**src/hdl/s64_isa_pkg.sv**
```systemverilog
`default_nettype none

package s64_isa_pkg;

    localparam int XLEN     = 64;
    localparam int NIBBLE   = 4;
    localparam int MAX_SLOT = 7;

    // slot opcodes, anything else runs as a nop.
    localparam logic [NIBBLE-1:0] OPC_NOP    = 4'h0;
    localparam logic [NIBBLE-1:0] OPC_LIT8   = 4'h1;
    localparam logic [NIBBLE-1:0] OPC_LIT16  = 4'h2;
    localparam logic [NIBBLE-1:0] OPC_LIT32  = 4'h3;
    localparam logic [NIBBLE-1:0] OPC_STORES = 4'h4;
    localparam logic [NIBBLE-1:0] OPC_INTOPS = 4'h5;
    localparam logic [NIBBLE-1:0] OPC_STKOPS = 4'h6;

    localparam logic [NIBBLE-1:0] N_SBM = 4'h0;
    localparam logic [NIBBLE-1:0] N_SHM = 4'h1;
    localparam logic [NIBBLE-1:0] N_SWM = 4'h2;
    localparam logic [NIBBLE-1:0] N_SDM = 4'h3;

    localparam logic [NIBBLE-1:0] N_ADD  = 4'h0;
    localparam logic [NIBBLE-1:0] N_SUB  = 4'h1;
    localparam logic [NIBBLE-1:0] N_SLL  = 4'h2;
    localparam logic [NIBBLE-1:0] N_SLT  = 4'h3;
    localparam logic [NIBBLE-1:0] N_SLTU = 4'h4;
    localparam logic [NIBBLE-1:0] N_SGE  = 4'h5;
    localparam logic [NIBBLE-1:0] N_SGEU = 4'h6;
    localparam logic [NIBBLE-1:0] N_SEQ  = 4'h7;
    localparam logic [NIBBLE-1:0] N_SNE  = 4'h8;
    localparam logic [NIBBLE-1:0] N_XOR  = 4'h9;
    localparam logic [NIBBLE-1:0] N_SRL  = 4'hA;
    localparam logic [NIBBLE-1:0] N_SRA  = 4'hB;
    localparam logic [NIBBLE-1:0] N_OR   = 4'hC;
    localparam logic [NIBBLE-1:0] N_AND  = 4'hD;
    localparam logic [NIBBLE-1:0] N_BIC  = 4'hE;

    localparam logic [NIBBLE-1:0] N_DROP = 4'h0;
    localparam logic [NIBBLE-1:0] N_DUP  = 4'h1;
    localparam logic [NIBBLE-1:0] N_OVER = 4'h2;
    localparam logic [NIBBLE-1:0] N_SWAP = 4'h3;
    localparam logic [NIBBLE-1:0] N_ROT  = 4'h4;

    localparam logic [3:0] SA_HOLD  = 4'h0;
    localparam logic [3:0] SA_LIT   = 4'h1;
    localparam logic [3:0] SA_BINOP = 4'h2;
    localparam logic [3:0] SA_POP2  = 4'h3;
    localparam logic [3:0] SA_DROP  = 4'h4;
    localparam logic [3:0] SA_DUP   = 4'h5;
    localparam logic [3:0] SA_OVER  = 4'h6;
    localparam logic [3:0] SA_SWAP  = 4'h7;
    localparam logic [3:0] SA_ROT   = 4'h8;

    localparam logic [1:0] SZ_BYTE   = 2'd0;
    localparam logic [1:0] SZ_HALF   = 2'd1;
    localparam logic [1:0] SZ_WORD   = 2'd2;
    localparam logic [1:0] SZ_DOUBLE = 2'd3;

    // slot 1 sits in bits 59:56, right below the count.
    typedef struct packed {
        logic [NIBBLE-1:0]       count;
        logic [1:15][NIBBLE-1:0] slot;
    } slot_view_t;

    typedef union packed {
        slot_view_t      slots;
        logic [XLEN-1:0] raw;
    } packet_u;

endpackage

`default_nettype wire

```
**src/hdl/s64_bus_pkg.sv**
```systemverilog
`default_nettype none

package s64_bus_pkg;

    // word address covers byte address bits 63:3.
    localparam int ADR_W = 61;
    localparam int LANES = 8;

    // byte address e000_0000_0000_0000.
    localparam logic [ADR_W-1:0] RESET_VECTOR = 61'h1C00_0000_0000_0000;

endpackage

`default_nettype wire

```
**src/hdl/s64_sequencer.sv**
```systemverilog
`default_nettype none

module s64_sequencer (
    input  logic                            clk_i,
    input  logic                            rst_i,
    input  logic [s64_isa_pkg::XLEN-1:0]    dat_i,
    input  logic [5:0]                      shift_i,
    output logic                            fetch_o,
    output logic [s64_bus_pkg::ADR_W-1:0]   ptr_o,
    output logic [3:0]                      opcode_o,
    output logic [31:0]                     operand_o
);
    import s64_isa_pkg::*;
    import s64_bus_pkg::*;

    logic [3:0] t;
    packet_u    ir;
    packet_u    opr;

    // counts 0 and 1 carry no slots.
    assign fetch_o = (t == 4'd0) || (t >= ir.slots.count);

    // slots above 7 run as nop.
    always_comb begin
        opcode_o = OPC_NOP;
        if (!fetch_o && (t <= MAX_SLOT)) begin
            opcode_o = ir.slots.slot[t];
        end
    end

    assign operand_o = opr.raw[31:0];

    always_ff @(posedge clk_i) begin
        if (rst_i) begin
            t     <= 4'd0;
            ptr_o <= RESET_VECTOR;
        end else if (fetch_o) begin
            t     <= 4'd1;
            ptr_o <= ptr_o + 1'b1;
        end else begin
            t <= t + 4'd1;
        end
    end

    // operands are consumed from bit 0 upward.
    always_ff @(posedge clk_i) begin
        if (fetch_o) begin
            ir  <= dat_i;
            opr <= dat_i;
        end else begin
            opr.raw <= opr.raw >> shift_i;
        end
    end

endmodule

`default_nettype wire

```
**src/hdl/s64_decoder.sv**
```systemverilog
`default_nettype none

module s64_decoder (
    input  logic [3:0]                      opcode_i,
    input  logic [31:0]                     operand_i,
    output logic [3:0]                      action_o,
    output logic [s64_isa_pkg::XLEN-1:0]    lit_o,
    output logic [5:0]                      shift_o,
    output logic                            store_o,
    output logic [1:0]                      size_o,
    output logic [3:0]                      alu_op_o
);
    import s64_isa_pkg::*;

    logic [NIBBLE-1:0] sub;

    assign sub      = operand_i[NIBBLE-1:0];
    assign alu_op_o = sub;

    always_comb begin
        action_o = SA_HOLD;
        lit_o    = '0;
        shift_o  = 6'd0;
        store_o  = 1'b0;
        size_o   = SZ_DOUBLE;
        case (opcode_i)
            OPC_LIT8: begin
                action_o = SA_LIT;
                lit_o    = {{(XLEN-8){operand_i[7]}}, operand_i[7:0]};
                shift_o  = 6'd8;
            end
            OPC_LIT16: begin
                action_o = SA_LIT;
                lit_o    = {{(XLEN-16){operand_i[15]}}, operand_i[15:0]};
                shift_o  = 6'd16;
            end
            OPC_LIT32: begin
                action_o = SA_LIT;
                lit_o    = {{(XLEN-32){operand_i[31]}}, operand_i[31:0]};
                shift_o  = 6'd32;
            end
            OPC_STORES: begin
                shift_o = 6'd4;
                case (sub)
                    N_SBM:   size_o = SZ_BYTE;
                    N_SHM:   size_o = SZ_HALF;
                    N_SWM:   size_o = SZ_WORD;
                    default: size_o = SZ_DOUBLE;
                endcase
                // a store consumes both address and data.
                if (sub <= N_SDM) begin
                    store_o  = 1'b1;
                    action_o = SA_POP2;
                end
            end
            OPC_INTOPS: begin
                shift_o = 6'd4;
                if (sub <= N_BIC) begin
                    action_o = SA_BINOP;
                end
            end
            OPC_STKOPS: begin
                shift_o = 6'd4;
                case (sub)
                    N_DROP:  action_o = SA_DROP;
                    N_DUP:   action_o = SA_DUP;
                    N_OVER:  action_o = SA_OVER;
                    N_SWAP:  action_o = SA_SWAP;
                    N_ROT:   action_o = SA_ROT;
                    default: action_o = SA_HOLD;
                endcase
            end
            default: begin
                shift_o = 6'd0;
            end
        endcase
    end

endmodule

`default_nettype wire

```
**src/hdl/s64_operand_stack.sv**
```systemverilog
`default_nettype none

module s64_operand_stack (
    input  logic                            clk_i,
    input  logic [3:0]                      action_i,
    input  logic [s64_isa_pkg::XLEN-1:0]    lit_i,
    input  logic [s64_isa_pkg::XLEN-1:0]    alu_i,
    output logic [s64_isa_pkg::XLEN-1:0]    x_o,
    output logic [s64_isa_pkg::XLEN-1:0]    y_o,
    output logic [s64_isa_pkg::XLEN-1:0]    z_o
);
    import s64_isa_pkg::*;

    logic [XLEN-1:0] nx, ny, nz;
    logic [XLEN-1:0] spill [0:3];
    logic            push, pop1, pop2;

    always_comb begin
        nz   = z_o;
        ny   = y_o;
        nx   = x_o;
        push = 1'b0;
        pop1 = 1'b0;
        pop2 = 1'b0;
        case (action_i)
            SA_LIT:   begin nz = lit_i; ny = z_o; nx = y_o; push = 1'b1; end
            SA_DUP:   begin nz = z_o; ny = z_o; nx = y_o; push = 1'b1; end
            SA_OVER:  begin nz = y_o; ny = z_o; nx = y_o; push = 1'b1; end
            SA_BINOP: begin nz = alu_i; ny = x_o; nx = spill[0]; pop1 = 1'b1; end
            SA_DROP:  begin nz = y_o; ny = x_o; nx = spill[0]; pop1 = 1'b1; end
            SA_POP2:  begin nz = x_o; ny = spill[0]; nx = spill[1]; pop2 = 1'b1; end
            SA_SWAP:  begin nz = y_o; ny = z_o; end
            SA_ROT:   begin nz = x_o; ny = z_o; nx = y_o; end
            default:  begin nz = z_o; end
        endcase
    end

    // the bottom entry repeats on underflow.
    always_ff @(posedge clk_i) begin
        z_o <= nz;
        y_o <= ny;
        x_o <= nx;
        if (push) begin
            spill[0] <= x_o;
            for (int i = 1; i < 4; i++) begin
                spill[i] <= spill[i-1];
            end
        end else if (pop1) begin
            for (int i = 0; i < 3; i++) begin
                spill[i] <= spill[i+1];
            end
        end else if (pop2) begin
            spill[0] <= spill[2];
            spill[1] <= spill[3];
            spill[2] <= spill[3];
        end
    end

endmodule

`default_nettype wire

```
**src/hdl/s64_alu.sv**
```systemverilog
`default_nettype none

module s64_alu (
    input  logic [3:0]                      op_i,
    input  logic [s64_isa_pkg::XLEN-1:0]    a_i,
    input  logic [s64_isa_pkg::XLEN-1:0]    b_i,
    output logic [s64_isa_pkg::XLEN-1:0]    result_o
);
    import s64_isa_pkg::*;

    logic [5:0] shamt;

    assign shamt = b_i[5:0];

    // a is second on stack, b is the top.
    always_comb begin
        case (op_i)
            N_ADD:   result_o = a_i + b_i;
            N_SUB:   result_o = a_i - b_i;
            N_SLL:   result_o = a_i << shamt;
            N_SLT:   result_o = XLEN'($signed(a_i) < $signed(b_i));
            N_SLTU:  result_o = XLEN'(a_i < b_i);
            N_SGE:   result_o = XLEN'($signed(a_i) >= $signed(b_i));
            N_SGEU:  result_o = XLEN'(a_i >= b_i);
            N_SEQ:   result_o = XLEN'(a_i == b_i);
            N_SNE:   result_o = XLEN'(a_i != b_i);
            N_XOR:   result_o = a_i ^ b_i;
            N_SRL:   result_o = a_i >> shamt;
            N_SRA:   result_o = $signed(a_i) >>> shamt;
            N_OR:    result_o = a_i | b_i;
            N_AND:   result_o = a_i & b_i;
            N_BIC:   result_o = a_i & ~b_i;
            default: result_o = '0;
        endcase
    end

endmodule

`default_nettype wire

```
**src/hdl/s64_bus_master.sv**
```systemverilog
`default_nettype none

module s64_bus_master (
    input  logic                            rst_i,
    input  logic                            fetch_i,
    input  logic [s64_bus_pkg::ADR_W-1:0]   ptr_i,
    input  logic                            store_i,
    input  logic [1:0]                      size_i,
    input  logic [s64_isa_pkg::XLEN-1:0]    addr_i,
    input  logic [s64_isa_pkg::XLEN-1:0]    data_i,
    output logic [s64_bus_pkg::ADR_W-1:0]   adr_o,
    output logic                            cyc_o,
    output logic                            stb_o,
    output logic                            we_o,
    output logic                            vpa_o,
    output logic [s64_bus_pkg::LANES-1:0]   sel_o,
    output logic [s64_isa_pkg::XLEN-1:0]    dat_o
);
    import s64_isa_pkg::*;
    import s64_bus_pkg::*;

    assign stb_o = cyc_o;

    always_comb begin
        adr_o = '0;
        cyc_o = 1'b0;
        we_o  = 1'b0;
        vpa_o = 1'b0;
        sel_o = '0;
        dat_o = '0;
        if (!rst_i && fetch_i) begin
            adr_o = ptr_i;
            cyc_o = 1'b1;
            vpa_o = 1'b1;
            sel_o = '1;
        end else if (!rst_i && store_i) begin
            adr_o = addr_i[XLEN-1:3];
            cyc_o = 1'b1;
            we_o  = 1'b1;
            // data is copied to every lane, sel_o picks the live ones.
            case (size_i)
                SZ_BYTE: begin
                    sel_o = LANES'(1) << addr_i[2:0];
                    dat_o = {LANES{data_i[7:0]}};
                end
                SZ_HALF: begin
                    sel_o = LANES'(3) << {addr_i[2:1], 1'b0};
                    dat_o = {(LANES/2){data_i[15:0]}};
                end
                SZ_WORD: begin
                    sel_o = LANES'(15) << {addr_i[2], 2'b00};
                    dat_o = {(LANES/4){data_i[31:0]}};
                end
                default: begin
                    sel_o = '1;
                    dat_o = data_i;
                end
            endcase
        end
    end

endmodule

`default_nettype wire

```
**src/hdl/s64_core.sv**
```systemverilog
`default_nettype none

module s64_core (
    input  logic                            clk_i,
    input  logic                            rst_i,
    input  logic [s64_isa_pkg::XLEN-1:0]    dat_i,
    output logic [s64_bus_pkg::ADR_W-1:0]   adr_o,
    output logic                            cyc_o,
    output logic                            stb_o,
    output logic                            we_o,
    output logic                            vpa_o,
    output logic [s64_bus_pkg::LANES-1:0]   sel_o,
    output logic [s64_isa_pkg::XLEN-1:0]    dat_o
);
    import s64_isa_pkg::*;
    import s64_bus_pkg::*;

    logic             fetch;
    logic [ADR_W-1:0] ptr;
    logic [3:0]       opcode;
    logic [31:0]      operand;
    logic [3:0]       action;
    logic [XLEN-1:0]  lit;
    logic [5:0]       shift;
    logic             store;
    logic [1:0]       size;
    logic [3:0]       alu_op;
    logic [XLEN-1:0]  y, z;
    logic [XLEN-1:0]  alu_result;

    s64_sequencer u_seq (
        .clk_i     (clk_i),
        .rst_i     (rst_i),
        .dat_i     (dat_i),
        .shift_i   (shift),
        .fetch_o   (fetch),
        .ptr_o     (ptr),
        .opcode_o  (opcode),
        .operand_o (operand)
    );

    s64_decoder u_dec (
        .opcode_i  (opcode),
        .operand_i (operand),
        .action_o  (action),
        .lit_o     (lit),
        .shift_o   (shift),
        .store_o   (store),
        .size_o    (size),
        .alu_op_o  (alu_op)
    );

    s64_operand_stack u_stack (
        .clk_i    (clk_i),
        .action_i (action),
        .lit_i    (lit),
        .alu_i    (alu_result),
        .x_o      (),
        .y_o      (y),
        .z_o      (z)
    );

    s64_alu u_alu (
        .op_i     (alu_op),
        .a_i      (y),
        .b_i      (z),
        .result_o (alu_result)
    );

    // stores write y to byte address z.
    s64_bus_master u_bus (
        .rst_i   (rst_i),
        .fetch_i (fetch),
        .ptr_i   (ptr),
        .store_i (store),
        .size_i  (size),
        .addr_i  (z),
        .data_i  (y),
        .adr_o   (adr_o),
        .cyc_o   (cyc_o),
        .stb_o   (stb_o),
        .we_o    (we_o),
        .vpa_o   (vpa_o),
        .sel_o   (sel_o),
        .dat_o   (dat_o)
    );

endmodule

`default_nettype wire

```
**config.mk**
```make
export PLATFORM = sky130hd
export DESIGN_NAME = s64_core
export DESIGN_NICKNAME = d
export VERILOG_FILES = /design/src/hdl/s64_isa_pkg.sv /design/src/hdl/s64_bus_pkg.sv /design/src/hdl/s64_sequencer.sv /design/src/hdl/s64_decoder.sv /design/src/hdl/s64_operand_stack.sv /design/src/hdl/s64_alu.sv /design/src/hdl/s64_bus_master.sv /design/src/hdl/s64_core.sv
export SDC_FILE = /design/constraint.sdc
export NUM_CORES = 2
export LEC_CHECK = 0
export ABC_AREA = 1
export BUFFER_PORTS_ARGS = -buffer_cell sky130_fd_sc_hd__clkbuf_2
export CORE_MARGIN = 4
export CORE_UTILIZATION = 30
export DETAILED_ROUTE_END_ITERATION = 12
export PLACE_DENSITY = 0.47
export SETUP_SLACK_MARGIN = 0.3
export SLEW_MARGIN = 20
export SYNTH_ARGS = -nofsm -noshare
export SYNTH_HDL_FRONTEND = slang
export SYNTH_SLANG_ARGS = --single-unit
export TNS_END_PERCENT = 100
```
**constraint.sdc**
```tcl
create_clock -name clk_i -period 10.71 [get_ports clk_i]
set_clock_uncertainty 0.1 [all_clocks]
set_input_delay 1.6065 -clock clk_i [delete_from_list [all_inputs] [get_ports clk_i]]
set_output_delay 1.6065 -clock clk_i [all_outputs]
set_load 0.02 [all_outputs]
```
==> run metrics <==
crit path DAT=5.35 ns; most common cell in the netlist=nand2_1; gr busiest metal=met2; DRC=0; initial antenna violation count=20; DRT Wirelength=367000 µm; Starting DRT DRC Count=9680; Clock Latency Late Sink=0.73 ns; IO Count=203; gpl congestion=1.10; simple-gate share of the synthesized area=38.9%; vias in the first global route=59266; CP bufs+invs=5; Fillers=20414; Fin. Hold Viols=0; routed vias=64849; Worst Max-Slew Pin Slew=1.17 ns; Worst Path Required=9.00 ns; Via density=5.88; Sink Count=609; post-synth top area share=26.8%; Compound-Gate Fraction of Synth Area=14.4%; Leak Pwr=26.7 nW; Crit path largest cell delay=0.74 ns; synth cell count leaders=2757 x nand2_1, 1252 x nand3_1, 873 x inv_1; first-pass GRT wire length=493000 µm; CTS H-Tree Depth=3; met1 GRT Util=51.1%; outcome=complete, no violations; PwrDens=278 nW/µm²; Post-synth EDFFs=488; clock slew at reported path FFs=0.06 ns; final setup fails=0; CTS tree=yes; # rows=156; Max Cap Viol=0; Hold Path Class=flop to flop; post-synthesis cell area=54600 µm²; period utilisation layout=65.8%; Net Count, Synth=8895; share of layout cells above drive strength 1=7.22%; fmax=0.142 GHz; Initial DRT Pass Iterations=9; final core occ=33.4%; top_reg_cell synth=edfxtp_1; asr flop ratio synth=0%; Crit Path Max Fanout=64; DIE AREA=189000 µm²; sequential share of the synthesized area=31.3%; adder-cell share of the synthesized area=4.63%; Crit Path Class=flop to output pin; WL per Instance=33.3 µm; cell repeated most along the worst path=nand2_1; gr ovfl total=0; # hold bufs at CTS=0; root buf cell=clkbuf_16; Nets=8848; library cells used by synthesis=56; largest family of logic cells by synthesized area=simple AND/OR/NAND/NOR gates; FF+latch count, synth=609; Die X=435 µm; post-DP HPWL=295000 µm; Core Box Area=181000 µm²; mux cell area share after synthesis=0.0550%; CP Cell Sequence=inv_2 > ha_1 > inv_1 > nand2_1 > nand2_1 > nand2_1 > nand2_1 > nand3_4 > nor2_2 > nand2_1 > nor2_2 > nand2_4 > nor2_4 > inv_2 > buf_4 > o21ai_0 > clkbuf_2; ANT nets after route=0; quantity of gates resized following cts=0; Tmin final=7.05 ns; Setup crit end kind=output pin; RSZ-0062 raised after global routing=no; Syn Inst Count=8628; Layout area overhead=10.8%; Max IR drop VDD=0.141 mV; xor and xnor area share after synthesis=0.866%; CTS Buffer Depth=3; top post-synthesis cells by area=edfxtp_1 27%, nand2_1 19%, nand3_1 11%, inv_1 6.0%, ha_1 4.6%; mean post-synth cell area=6.33 µm²; CP Launch Type=flop; Top Family by Delay on Critical Path=simple AND/OR/NAND/NOR gates; largest net degree at the start of global routing=184; Setup Buffers After CTS=0; met2 Track Usage GR=52.3%; Tot GR Track Use=37.5%; die height=435 µm; initial core utilization=30.2%; buffers added on ports=202; CP max stage cell=dfxtp_1; dominant cell type by area after synthesis=edfxtp_1; final setup TNS=0 ns; YS warnings=0; CTS buffer count=78; Slew Viols, Final=0; met3 usage=10.1%; headroom to the max-slew limit=21.9%
sequential cells by signal, summed over array words and instances (netlist names):
signal / cells
u_seq.ir: 32
u_seq.opr: 64
u_seq.ptr_o: 61
u_seq.t: 4
u_stack.spill: 256
u_stack.x_o: 64
u_stack.y_o: 64
u_stack.z_o: 64
layout by cell type (no fill, tap or decap), types with 148 or more instances in the layout:
cell and count:
buf_4 155, ha_1 199, nand2_1 2750, o211ai_1 148, nand3_1 1250, o21ai_0 457, edfxtp_1 488, inv_1 867
a21oi_1 428, clkbuf_2 202, nor2_1 581
final cells by class:
type / instances / area (µm²) / share of cell area, %
antenna: 11 / 27.5 / 0.0455
clock buffer: 91 / 2030 / 3.36
clock inverter: 51 / 443 / 0.732
inverter: 894 / 3370 / 5.57
multi-input combinational: 6636 / 32300 / 53.4
sequential: 609 / 17100 / 28.2
tap: 2370 / 2970 / 4.90
timing repair buffer: 362 / 2270 / 3.76
power breakdown:
group	leakage [nW]	total (W)	switching [W]	internal [W]
combinational	19.9	0.0100	0.00785	0.00219
clock	1.20	0.00265	0.00118	0.00147
sequential	5.58	0.00411	0.000668	0.00344
total	26.7	0.0168	0.00969	0.00710
worst register-to-register path, delay by kind of cell (launching register included):
| family | cells | cell delay (ns) |
|---|---|---|
| buf+inv | 5 | 2.25 |
| fa+ha+maj | 1 | 0.34 |
| simple gates | 13 | 2.19 |
| flops | 1 | 0.74 |
metal layers:
layer	wire length, µm	part of all wire (%)
met1	153000	42
met2	145000	40
met3	40900	11
met4	27600	7.5
met5	53	0.014
logic make-up after synthesis:
logic type | count (synthesis)
mux | 3
flops | 609
fa+ha+maj | 201
compound gates | 1386
buf+inv | 1383
xor+xnor | 54
simple gates | 4992
path summary, 6_finish.rpt:
path	from	end	slack, ns	depth (start not counted)
worst min-delay path	u_stack.spill[0][187]$_DFFE_PP_	u_stack.spill[0][251]$_DFFE_PP_	0.37	0
worst min register to register	u_stack.spill[0][187]$_DFFE_PP_	u_stack.spill[0][251]$_DFFE_PP_	0.37	0
worst max register to register	u_seq.t[0]$_SDFF_PP0_	u_stack.y_o[45]$_DFFE_PP_	4.58	19
worst max-delay path	u_seq.t[0]$_SDFF_PP0_	adr_o[41]	3.66	17
stage by stage:
step	setup slack, ns	cell area (µm²)	cells	power (W)	hold slack [ns]
after floorplan	4.63	54600	8628	0.00900	0.342
after global placement	4.62	58000	10871	0.0136	0.351
after detailed placement	4.53	58000	10871	0.0136	0.367
final	3.66	60500	11024	0.0168	0.366
after CTS	3.71	60500	11013	0.0163	0.362
after global routing	3.41	60500	11014	0.0173	0.375
No activity file was read; power rests on OpenSTA's default activity.
